--- src/logic/videoPkg.sv ---
// ##############################
// Video timing constants and the
// tile address type
// ##############################

package videoPkg;

    // Pixel clock divider
    localparam int pxlDiv  = 4;                    // System clocks per pixel
    localparam int pxlCntW = $clog2(pxlDiv);
    localparam logic [pxlCntW-1:0] pxlLast = pxlCntW'(pxlDiv - 1);

    // Horizontal raster
    localparam int         hTotal      = 384;      // Enables per line
    localparam logic [8:0] hLast       = 9'(hTotal - 1);
    localparam logic [8:0] hBlankStart = 9'd255;   // Last visible column
    localparam int         hBlankW     = hTotal - 1 - int'(hBlankStart);

    // Sync sits in the middle of blanking
    localparam logic [8:0] hSyncOn  = 9'(245 + hBlankW / 2);
    localparam logic [8:0] hSyncOff = 9'(265 + hBlankW / 2);

    // Vertical raster, two passes per frame
    localparam logic [7:0] vInit     = 8'hE0;      // Counter value out of reset
    localparam logic [7:0] vFirst    = 8'h08;      // Start of visible pass
    localparam logic [7:0] vReload   = 8'hE8;      // Start of blanking pass
    localparam logic [7:0] vBlankArm = 8'hF6;      // Blank decision for next wrap

    // Vertical sync window, only inside vBlank
    localparam logic [7:0] vSyncOn  = 8'hE9;
    localparam logic [7:0] vSyncOff = 8'hED;

    // CPU and video RAM slot strobes
    localparam int phaseW = 6;

    // Tile RAM address
    // Row/col pair for the address generator, linear index for the RAM
    typedef union packed {
        struct packed {
            logic [4:0] row;                       // vPos[7:3]
            logic [4:0] col;                       // hPos[7:3]
        } rc;
        logic [9:0] lin;                           // row*32 + col
    } tileAddrT;

endpackage

--- src/logic/rasterIf.sv ---
// ##############################
// Raster position bus
// ##############################

`timescale 1ns/1ps

interface rasterIf;

    logic [7:0] hPos;      // Flip already applied
    logic [7:0] vPos;      // Flip already applied
    logic       hBlank;
    logic       vBlank;
    logic       pxlCen;    // Pixel enable strobe

    // Timing generator side
    modport source (
        output hPos,
        output vPos,
        output hBlank,
        output vBlank,
        output pxlCen
    );

    // Address generator side
    modport sink (
        input hPos,
        input vPos,
        input hBlank,
        input vBlank,
        input pxlCen
    );

endinterface

--- src/logic/pixelCen.sv ---
// ##############################
// Pixel clock enable divider
// ##############################

`timescale 1ns/1ps

module pixelCen (
    input  logic clk,
    input  logic arstN,
    output logic pxlCen
);
    import videoPkg::*;

    logic [pxlCntW-1:0] divCnt;

    // Free-running modulo counter
    // Strobe registered on the terminal count, so the first pulse
    // lands pxlDiv clocks after reset goes away
    always_ff @(posedge clk or negedge arstN) begin
        if (!arstN) begin
            divCnt <= '0;
            pxlCen <= 1'b0;
        end else begin
            pxlCen <= (divCnt == pxlLast);          // One clk wide
            if (divCnt == pxlLast) begin
                divCnt <= '0;                       // Wrap
            end else begin
                divCnt <= divCnt + 1'b1;
            end
        end
    end

endmodule

--- src/logic/rasterTiming.sv ---
// ##############################
// Raster counters, blanking, sync
// and bus phase strobes
// ##############################

`timescale 1ns/1ps

module rasterTiming (
    input  logic                        clk,
    input  logic                        arstN,
    input  logic                        flip,
    input  logic                        pxlCen,
    rasterIf.source                     raster,
    output logic                        hSync,
    output logic                        vSync,
    output logic [videoPkg::phaseW-1:0] phase
);
    import videoPkg::*;

    logic [8:0] hCnt;          // 0..383
    logic [8:0] hNext;
    logic       hWrap;
    logic [7:0] vCnt;
    logic [7:0] vPosQ;
    logic       hBlankQ;
    logic       vBlankQ;
    logic       vBlankArmed;   // Blank level for the next frame wrap
    logic       blankPass;     // Aux flag, second pass of the frame

    assign hWrap = (hCnt == hLast);
    assign hNext = hWrap ? 9'd0 : hCnt + 9'd1;

    // Flip handled here only
    assign raster.hPos   = hCnt[7:0] ^ {8{flip}};   // Combinational
    assign raster.vPos   = vPosQ;
    assign raster.hBlank = hBlankQ;
    assign raster.vBlank = vBlankQ;
    assign raster.pxlCen = pxlCen;

    // Vertical position follows the counter on every clk
    always_ff @(posedge clk) begin
        vPosQ <= vCnt ^ {8{flip}};
    end

    // Horizontal counter with blank and sync levels
    always_ff @(posedge clk or negedge arstN) begin
        if (!arstN) begin
            hCnt    <= '0;
            hBlankQ <= 1'b0;
            hSync   <= 1'b0;
        end else if (pxlCen) begin
            hCnt <= hNext;
            if (hCnt == hBlankStart) begin
                hBlankQ <= 1'b1;                    // End of active line
            end else if (hWrap) begin
                hBlankQ <= 1'b0;
            end
            if (hCnt == hSyncOn) begin
                hSync <= 1'b1;
            end else if (hCnt == hSyncOff) begin
                hSync <= 1'b0;                      // 20 enables wide
            end
        end
    end

    // Vertical counter, stepped at each line wrap
    // Visible pass 08..FF, then blanking pass E8..FF
    always_ff @(posedge clk or negedge arstN) begin
        if (!arstN) begin
            vCnt        <= vInit;
            blankPass   <= 1'b0;
            vBlankArmed <= 1'b0;
            vBlankQ     <= 1'b0;
        end else if (pxlCen && hWrap) begin
            if (&vCnt) begin
                vBlankQ <= vBlankArmed;             // Takes effect with the new pass
                if (blankPass) begin
                    vCnt      <= vFirst;
                    blankPass <= 1'b0;
                end else begin
                    vCnt      <= vReload;           // Short pass of 24 lines
                    blankPass <= 1'b1;
                end
            end else begin
                vCnt <= vCnt + 8'd1;
            end
            // Decide blank for the coming wrap
            if (vCnt == vBlankArm) begin
                vBlankArmed <= !blankPass;
            end
        end
    end

    // Vertical sync
    // Sampled at horizontal sync start, only while blanking
    always_ff @(posedge clk or negedge arstN) begin
        if (!arstN) begin
            vSync <= 1'b0;
        end else if (pxlCen && (hCnt == hSyncOn) && vBlankQ) begin
            if (vCnt == vSyncOn) begin
                vSync <= 1'b1;
            end else if (vCnt == vSyncOff) begin
                vSync <= 1'b0;                      // Four lines later
            end
        end
    end

    // Bus phases for CPU and video RAM slots
    // One-hot on odd counts, index from count bits 3:1
    always_ff @(posedge clk or negedge arstN) begin
        if (!arstN) begin
            phase <= '0;
        end else if (pxlCen) begin
            phase <= '0;                            // Gap on even counts
            if (hNext[0] && (hNext[3:1] < 3'(phaseW))) begin
                phase[hNext[3:1]] <= 1'b1;
            end
        end
    end

endmodule

--- src/logic/tileAddrGen.sv ---
// ##############################
// Tile RAM address and in-tile
// pixel offsets
// ##############################

`timescale 1ns/1ps

module tileAddrGen (
    input  logic               clk,
    input  logic               arstN,
    rasterIf.sink              raster,
    output videoPkg::tileAddrT tileAddr,
    output logic [2:0]         fineH,
    output logic [2:0]         fineV,
    output logic               pixValid
);

    logic [4:0] tileRow;
    logic [4:0] tileCol;
    logic       inBlank;

    // 8x8 tiles, coarse part of each position picks the tile
    assign tileRow = raster.vPos[7:3];
    assign tileCol = raster.hPos[7:3];
    assign inBlank = raster.hBlank | raster.vBlank;

    // Address and offsets
    // Sampled once per pixel, flip already folded into the positions
    always_ff @(posedge clk) begin
        if (raster.pxlCen) begin
            tileAddr.rc.row <= tileRow;
            tileAddr.rc.col <= tileCol;
            fineH           <= raster.hPos[2:0];    // Column inside the tile
            fineV           <= raster.vPos[2:0];    // Row inside the tile
        end
    end

    // Qualifier aligned with the address above
    always_ff @(posedge clk or negedge arstN) begin
        if (!arstN) begin
            pixValid <= 1'b0;
        end else if (raster.pxlCen) begin
            pixValid <= !inBlank;
        end
    end

endmodule

--- src/logic/videoTop.sv ---
// ##############################
// Video timing top level
// ##############################

`timescale 1ns/1ps

module videoTop (
    input  logic                        clk,
    input  logic                        arstN,
    input  logic                        flip,
    output logic [7:0]                  hPos,
    output logic [7:0]                  vPos,
    output logic                        hBlank,
    output logic                        vBlank,
    output logic                        hSync,
    output logic                        vSync,
    output logic [videoPkg::phaseW-1:0] phase,
    output logic [9:0]                  tileLin,
    output logic [2:0]                  fineH,
    output logic [2:0]                  fineV,
    output logic                        pixValid,
    output logic                        pxlCen
);
    import videoPkg::*;

    rasterIf  rasterBus ();     // Timing to address generator
    tileAddrT tileAddr;

    pixelCen u_pixelCen (
        .clk    (clk),
        .arstN  (arstN),
        .pxlCen (pxlCen)
    );

    rasterTiming u_rasterTiming (
        .clk    (clk),
        .arstN  (arstN),
        .flip   (flip),
        .pxlCen (pxlCen),
        .raster (rasterBus.source),
        .hSync  (hSync),
        .vSync  (vSync),
        .phase  (phase)
    );

    tileAddrGen u_tileAddrGen (
        .clk      (clk),
        .arstN    (arstN),
        .raster   (rasterBus.sink),
        .tileAddr (tileAddr),
        .fineH    (fineH),
        .fineV    (fineV),
        .pixValid (pixValid)
    );

    // Raster bus out to the pins
    assign hPos    = rasterBus.hPos;
    assign vPos    = rasterBus.vPos;
    assign hBlank  = rasterBus.hBlank;
    assign vBlank  = rasterBus.vBlank;
    assign tileLin = tileAddr.lin;      // Linear view for the RAM

endmodule

--- config.mk ---
export PLATFORM = sky130hd
export DESIGN_NAME = videoTop
export DESIGN_NICKNAME = d
export VERILOG_FILES = /design/src/logic/videoPkg.sv /design/src/logic/rasterIf.sv /design/src/logic/pixelCen.sv /design/src/logic/rasterTiming.sv /design/src/logic/tileAddrGen.sv /design/src/logic/videoTop.sv
export SDC_FILE = /design/constraint.sdc
export NUM_CORES = 1
export LEC_CHECK = 0
export BUFFER_PORTS_ARGS = -buffer_cell sky130_fd_sc_hd__buf_2
export CAP_MARGIN = 20
export CORE_ASPECT_RATIO = 1.25
export CORE_MARGIN = 2
export CORE_UTILIZATION = 49
export DETAILED_ROUTE_END_ITERATION = 10
export GPL_TIMING_DRIVEN = 1
export PLACE_DENSITY = 0.79
export SYNTH_ARGS = -nofsm -noshare
export SYNTH_HDL_FRONTEND = slang
export SYNTH_SLANG_ARGS = --single-unit
--- constraint.sdc ---
create_clock -name clk -period 1.6 [get_ports clk]
set_input_delay 0.24 -clock clk [delete_from_list [all_inputs] [get_ports clk]]
set_output_delay 0.24 -clock clk [all_outputs]
set_load 0.01 [all_outputs]
* After elaboration in Yosys (flattened, before gate mapping)
Index checks and enable logic that the tools add are counted.
Operators by class: add/subtract/negate cells 3, $lt $le $gt $ge 3, equal/unequal tests 8, multiplexer cells 14, bitwise operators 3, reduce and logical (&&, ||, !) cells 16
Operators by type and width (count):
- $eq 9x9->1 const B | 3
- $eq 8x8->1 const B | 3
- $mux 8 | 2
- $xor 8x8->8 | 2
- $add 9x1->9 const B | 1
- $eq 9x8->1 const B | 1
- $mux 9 | 1
- $reduce_and 9->1 | 1
- $add 8x1->8 const B | 1
- $mux 1 | 8
- $reduce_and 2->1 | 4
- $reduce_and 8->1 | 1
- $mux 6 | 1
- $reduce_bool 2->1 | 3
- $logic_and 1x1->1 | 5
- $lt 3x4->1 const B | 1
- $demux 1 s3 | 1
- $ge 3x1->1 const B | 1
- $lt 3x3->1 const B | 1
- $add 2x1->2 const B | 1
- $eq 2x2->1 const B | 1
- $logic_not 1->1 | 2
- $mux 2 | 1
- $or 1x1->1 | 1
Word-level totals: bits in registers 57, input bits 3, output and inout bits 44, word-level logic and storage cells 63

* Depth between registers and ports, before layout
Gate-level depths: netlist (run 1).
depth in word-level cells 7, depth in mapped cells 6, depth with buffers taken out 6

* Modules after synthesis
From an unflattened synthesis (run 1), not the netlist that was laid out.
Unflattened totals: cells, all modules 202, area total of the unflattened synthesis 2472.4 um^2
Modules (own cells, without submodules):
- rasterTiming | instances 1, cells an instance 178, area an instance 1856.8 um^2, sequential area each 889.6 um^2
- tileAddrGen | instances 1, cells an instance 19, area an instance 524.3 um^2, sequential area each 505.5 um^2
- pixelCen | instances 1, cells an instance 5, area an instance 91.3 um^2, sequential area each 75.1 um^2

* Worst setup path before layout (run 1)
Ideal clock, no wire load.
kind register to register, start reg u_pixelCen.pxlCen, end reg u_rasterTiming.phase[1] (netlist name), setup time 110 ps, arrival 1653 ps, required time 1490 ps, slack -163 ps, cell stages (with the launch flop) 5, path buffers 1, clock period less this slack 1763 ps, path through dfrtp_1 buf_2 o41ai_2 or2_2 o41ai_1
RTL lines:
- start, declared | RTL line pixelCen.sv:10 | output logic pxlCen
- start signal, assigned | RTL line pixelCen.sv:24 | pxlCen <= (divCnt == pxlLast);
- end signal, assigned | RTL line rasterTiming.sv:112 | phase <= '0;
- end signal, assigned | RTL line rasterTiming.sv:114 | phase <= '0;
- end signal, assigned by index | RTL line rasterTiming.sv:116 | phase[hNext[3:1]] <= 1'b1;
- end, declared | RTL line rasterTiming.sv:16 | output logic [videoPkg::phaseW-1:0] phase

* Worst setup path in the final report (run 1)
start reg u_rasterTiming.vCnt[0], end reg u_rasterTiming.vCnt[3]
On the way: longest elaborated chain between the ends 2, elaborated cells between the ends (all ways) 3, classes of those cells add/sub (1); mux (1); reduce/logical (1)
Ends and longest elaborated chain:
- start, declared | RTL line rasterTiming.sv:23 | logic [7:0] vCnt;
- start signal, assigned | RTL line rasterTiming.sv:70 | vCnt <= vInit;
- start signal, assigned | RTL line rasterTiming.sv:78 | vCnt <= vFirst;
- start signal, assigned | RTL line rasterTiming.sv:81 | vCnt <= vReload;
- $add 8x1->8 or $reduce_and 8->1 (tied branches) | RTL line rasterTiming.sv:85, rasterTiming.sv:75
- $mux 8 (*) | RTL line rasterTiming.sv:75 | if (&vCnt) begin
Mark *: on every way between the ends. The rest lies on a longest branch, timed or not. A chain may end at the register's enable or synchronous reset.

==> results of run 1 <==
[worst reg2reg max path: stages, from the launching register on]
cell	delay [ns]
dfrtp_1	0.44
ha_1	0.25
and4_1	0.26
and2_1	0.18
o21a_1	0.18
o21a_1	0.16
[synthesized netlist by cell type, types with 5 or more instances]
| library cell | number |
|---|---|
| dfrtp_1 | 30 |
| dfxtp_1 | 8 |
| edfxtp_1 | 16 |
| ha_1 | 7 |
| inv_1 | 12 |
| nand2_1 | 10 |
| nand3_1 | 6 |
| nand4_1 | 6 |
| nor2_1 | 8 |
| o21ai_0 | 5 |
| xnor2_1 | 6 |
| xor2_1 | 20 |
[registers in the layout, summed over array words and instances, names as in the netlist]
name / count
u_tileAddrGen.tileAddr: 10
u_rasterTiming.vSync: 1
u_pixelCen.pxlCen: 1
u_pixelCen.divCnt: 2
u_tileAddrGen.fineH: 3
u_rasterTiming.hSync: 1
u_tileAddrGen.pixValid: 1
u_rasterTiming.hCnt: 9
u_rasterTiming.raster.hBlank: 1
u_tileAddrGen.fineV: 3
u_rasterTiming.raster.vPos: 8
u_rasterTiming.raster.vBlank: 1
u_rasterTiming.phase: 6
u_rasterTiming.vCnt: 8
u_rasterTiming.blankPass: 1
u_rasterTiming.vBlankArmed: 1
[layout make-up]
class | instances | area (µm²)
multi-input combinational | 118 | 965
sequential | 57 | 1470
inverter | 12 | 45.0
fill | 359 | 1740
clock buffer | 10 | 138
timing repair buffer | 69 | 434
tap | 62 | 77.6
clock inverter | 6 | 105
[power groups by stage]
stage	logic, mW	clock network, mW	registers, mW
4_1_cts	0.117	1.64	1.54
5_1_grt	0.130	1.72	1.54
3_5_place_dp	0.114	0	1.57
6_report	0.115	1.61	1.54
3_3_place_gp	0.112	0	1.56
2_1_floorplan	0.0270	0	1.58
[cells in the final DEF, fill, tap and decap left out, types with 5 or more instances in the layout]
cell type,netlist,final
buf_2,3,46
buf_4,4,19
clkbuf_8,0,10
dfrtp_1,30,29
dfxtp_1,8,8
edfxtp_1,16,16
ha_1,7,6
inv_1,12,12
nand2_1,10,10
nand3_1,6,5
nand4_1,6,6
nor2_1,8,8
xnor2_1,6,6
xor2_1,20,18
[cells by family (layout without fill, tap and decap cells)]
kind of cell	count (synthesis)	in the layout	share of synthesized area [%]
DFF	57	57	59.0
and+or+nand+nor	55	55	13.5
xor gates and xnor gates	26	26	9.14
buffers and inverters	25	97	4.87
AOI/OAI and AO/OA	23	23	6.78
adders and majority gates	7	7	3.52
muxes	7	7	3.21
[repair_timing]
action / 4_1_cts / 5_1_grt
endpoints found under the hold margin: 11 / 0
setup endpoints to repair: 7 / 10
resized for setup: 4 / 8
setup buffers: 1 / 1
pin swaps: 1 / 2
hold buffers: 1 / 0
[routing by layer]
layer	share of wire [%]	track usage (%)	vias up
li1	-	-	833
met1	44	22.6	824
met2	49	28.3	51
met3	5.6	5.40	5
met4	1.3	9.82	0
met5	0	0	-
[worst max-delay path by stage]
stage / cells after the start / slack, ns / endpoint
2_1_floorplan: 4 / 0.009 / u_rasterTiming.raster.vBlank
3_3_place_gp: 5 / -0.05 / u_rasterTiming.raster.vBlank
3_5_place_dp: 5 / -0.11 / u_rasterTiming.raster.vBlank
4_1_cts: 6 / 0.02 / u_rasterTiming.vSync
5_1_grt: 6 / -0.07 / u_rasterTiming.vSync
6_report: 5 / 0.03 / u_rasterTiming.vCnt[3]
[metrics by stage]
stage	std cells	setup WS, ns	total power [mW]	setup TNS, ns	hold WS [ns]
finish	334	0.0265	3.26	0	0.348
global route	334	-0.0724	3.39	-0.270	0.366
CTS	333	0.0200	3.30	0	0.350
detailed placement	315	-0.107	1.68	-0.372	0.175
global placement	315	-0.0515	1.67	-0.0961	0.169
floorplan	200	0.00873	1.61	0	-0.0556
==> out/qor.txt, run 1 <==
Area after DPL - 2890 µm²
RR Startpoint - u_rasterTiming.vCnt[0]
critical path, cell by cell - ha_1 -> and4_1 -> and2_1 -> o21a_1 -> o21a_1
vias in the first global route - 1597
number of flops mapped to enable cells by yosys - 16
Crit Path Category - flip-flop to flip-flop
Worst Setup End Kind - flip-flop
Total GRT Usage - 18.3%
Post-Syn Area - 2490 µm²
r2r worst-path depth - 5
Post-synth ARST share - 57.9%
Critical Path AT - 1.79 ns
Worst-Margin Slew - 0.367 ns
CTS tree - done
drt drc - 0
Period minus WS final - 1.57 ns
crit start category - flip-flop
CTS clk-pin slew, worst paths - 0.06 ns
Psw - 0.624 mW
fraction of layout cells with a size suffix above 1 - 38.2%
Layout Utilization - 65.1%
Crit. Startpoint - u_rasterTiming.vCnt[0]
pwr dens - 1010 nW/µm²
Critical Path RT - 1.82 ns
Vert. Die Dim - 83.7 µm
Synthesized Nets - 210
max-cap viol count - 0
count of pins over their slew limit - 0
Ys Warns - 0
Mapped Cells - 200
worst-case clock buffer depth - 2
share of the synthesized area in the top cell type - 30.1%
period utilisation layout - 98.3%
Final Skew - 0.00855 ns
Slew HR - 75.5%
Worst Path Buf+Inv - 0
clock sink count - 57
largest area contributor in the netlist - dfrtp_1
gp weighted congestion - 0.795
Combinational Power Share - 3.5%
port bufs - 46
Design Area, Final - 3240 µm²
Crit path max-delay family - flip-flops
Sw Share - 19.1%
final hold violation count - 0
RSZ-0062 raised after global routing - true
register area share after synthesis - 59.0%
r2r endpoint - u_rasterTiming.vCnt[3]
synth unique cells - 48
Yosys reg bits - 57
fmax - 636 MHz
sequential power share - 47.1%
wire per inst - 13.9 µm
First-pass DRT Iterations - 4
Detail Route Antenna Nets - 0
Via density - 5.13
final setup fails - 0
HP Class - input port to asynchronous set/reset pin
power share of the clock group - 49.4%
worst-path fanout max - 5
DIE AREA - 5670 µm²
Root Driver - clkbuf_8
nets@finish - 277
Chip Width - 67.8 µm
Overflow after GRT - 0
CORE AREA - 4970 µm²
DRT iter0 DRCs - 84
DP HPWL - 3210 µm
leakage power - 1.52 nW
Top Ports - 47
worst vdd ir - 0.532 mV
most frequently used flop master after synthesis - dfrtp_1
vias - 1713
internal power - 2.64 mW
Worst-Skew Late Latency - 0.33 ns
outcome - finished, final reports clean
cell mode on critical path - o21a_1
Row Count - 29
CP max stage cell - dfrtp_1
Initial Util - 50.1%
Num CTS Buffers - 9
final WL - 4650 µm
reg2reg setup slack - 0.03 ns
H-tree levels - 3
Post-Syn Area per Cell - 12.5 µm²
initial antenna violation count - 0
largest net degree at the start of global routing - 23
CP max stage delay - 0.44 ns
area growth from synthesis to layout - 29.9%
first-pass GRT wire length - 7550 µm
# diodes - 0
ranking of synthesized cells by area - dfrtp_1, edfxtp_1, xor2_1
No activity file was read; power rests on OpenSTA's default activity.
==> inputs of run 2 (changes only) <==
CORE_UTILIZATION = 40   (was 49)
PLACE_DENSITY = 0.67   (was 0.79)
==> run 2 against run 1 <==
Global-route usage decreased by 3.1 points; worst hold slack got worse by 0.0045 ns; critical path depth increased by 1; largest cell class unchanged.
==> out/qor.txt, run 2 (same netlist as run 1, synthesis figures left out) <==
CORE AREA - 6090 µm²
worst vdd ir - 0.509 mV
count of pins over their slew limit - 0
pwr dens - 966 nW/µm²
HP Class - input port to asynchronous set/reset pin
Register Area - 1470 µm²
Crit Path Category - flip-flop to flip-flop
vias in the first global route - 1676
Overflow after GRT - 0
Top Ports - 47
Initial Util - 40.9%
Root Driver - clkbuf_8
fraction of layout cells with a size suffix above 1 - 37.2%
Worst-Skew Late Latency - 0.34 ns
Final Skew - 0.00575 ns
worst-case clock buffer depth - 2
max-cap viol count - 0
initial antenna violation count - 0
Critical Path AT - 1.83 ns
RSZ-0062 raised after global routing - true
critical path, cell by cell - buf_6 -> ha_1 -> and4b_1 -> nand4_1 -> nor4_2 -> mux2i_1
Worst-Margin Slew - 0.355 ns
vias - 1712
# diodes - 0
Biggest register - u_tileAddrGen.tileAddr
Total GRT Usage - 15.2%
first-pass GRT wire length - 7780 µm
gp weighted congestion - 0.851
Period minus WS final - 1.57 ns
Worst Setup End Kind - flip-flop
Slew HR - 76.4%
final hold violation count - 0
nets@finish - 279
total power - 3.11 mW
Num CTS Buffers - 9
worst-path fanout max - 8
max reg flops - 10
port bufs - 46
DIE AREA - 6880 µm²
clock sink count - 57
Vert. Die Dim - 92.2 µm
final WL - 4700 µm
most frequent cells in the layout - buf_2, dfrtp_1, buf_4
multi-input logic area - 926 µm²
Chip Width - 74.6 µm
fillers - 548
biggest regs - u_tileAddrGen.tileAddr (10), u_rasterTiming.hCnt (9)
CP max stage cell - dfrtp_1
DP HPWL - 3410 µm
Design Area, Final - 3220 µm²
drt drc - 0
Fin Hold WS - 0.344 ns
Critical Path RT - 1.86 ns
fmax - 637 MHz
final setup fails - 0
DRT iter0 DRCs - 90
H-tree levels - 3
most common cell after layout, fill and taps aside - buf_2
Setup Buffers After CTS - 0
period utilisation layout - 98.1%
First-pass DRT Iterations - 4
Final WS setup - 0.0296 ns
pre-CTS WS - -0.00543 ns
Area after DPL - 2960 µm²
Detail Route Antenna Nets - 0
crit start category - flip-flop
leakage power - 1.51 nW
area growth from synthesis to layout - 29.1%
outcome - finished, final reports clean
Layout Utilization - 52.9%
largest net degree at the start of global routing - 21
CTS clk-pin slew, worst paths - 0.06 ns
CTS tree - done
CP max stage delay - 0.42 ns
wire per inst - 13.1 µm
Via density - 4.77
Row Count - 32
-- run 2: changes by cell type in the layout (fill, tap and decap cells not counted), moves of 2 or more --
cell	change
clkinv_4	+2
mux2_4	-2
mux2_1	+2
buf_4	+2
-- run 2: cell type report --
cell class	instances	area share, %
Clock buffer	9	3.85
Clock inverter	7	2.96
Inverter	12	1.40
Multi-Input combinational cell	118	28.8
Sequential cell	57	45.7
Tap cell	85	3.31
Timing Repair Buffer	71	14.0
-- run 2: worst max-delay path, delay by kind of cell (launching register included) --
kind	cells	cell delay, ns
adder cells (fa/ha/maj)	1	0.15
buffers and inverters	1	0.16
flip-flops	1	0.42
multiplexers	1	0.20
AND/OR/NAND/NOR	3	0.57
-- run 2: per-stage QoR --
step / std cells / TNS (ns)
4_1_cts: 359 / 0
5_1_grt: 359 / -0.134
2_1_floorplan: 200 / 0
3_3_place_gp: 342 / 0
3_5_place_dp: 342 / -0.00680
6_report: 359 / 0
-- run 2: repair_timing --
item,4_1_cts,5_1_grt
setup endpoints to repair,2,6
hold buffers,1,0
endpoints found under the hold margin,13,0
resized for setup,1,4
-- run 2: layer usage --
layer | GRT usage, % | vias up | wire (µm)
li1 | - | 839 | -
met1 | 19.1 | 819 | 2100
met2 | 23.0 | 47 | 2310
met3 | 5.27 | 7 | 209
met4 | 7.59 | 0 | 76
met5 | 0 | - | 0
-- run 2: worst paths after layout --
path / from / cells after the start / endpoint / slack [ns]
max: u_rasterTiming.hCnt[0] / 6 / u_rasterTiming.vSync / 0.03
min: arstN / 2 / u_rasterTiming.phase[1] / 0.34
max reg2reg: u_rasterTiming.hCnt[0] / 6 / u_rasterTiming.vSync / 0.03
min reg2reg: u_rasterTiming.raster.vPos[4] / 0 / u_tileAddrGen.tileAddr[6] / 0.43
max in group asynchronous: arstN / 3 / u_rasterTiming.vCnt[7] / 0.75
min in group clk: flip / 2 / u_tileAddrGen.tileAddr[2] / 0.38
-- run 2: power by group --
| group | internal, mW | switching [mW] |
|---|---|---|
| Combinational | 0.0446 | 0.0690 |
| Clock | 0.875 | 0.583 |
| Sequential | 1.53 | 0.00876 |
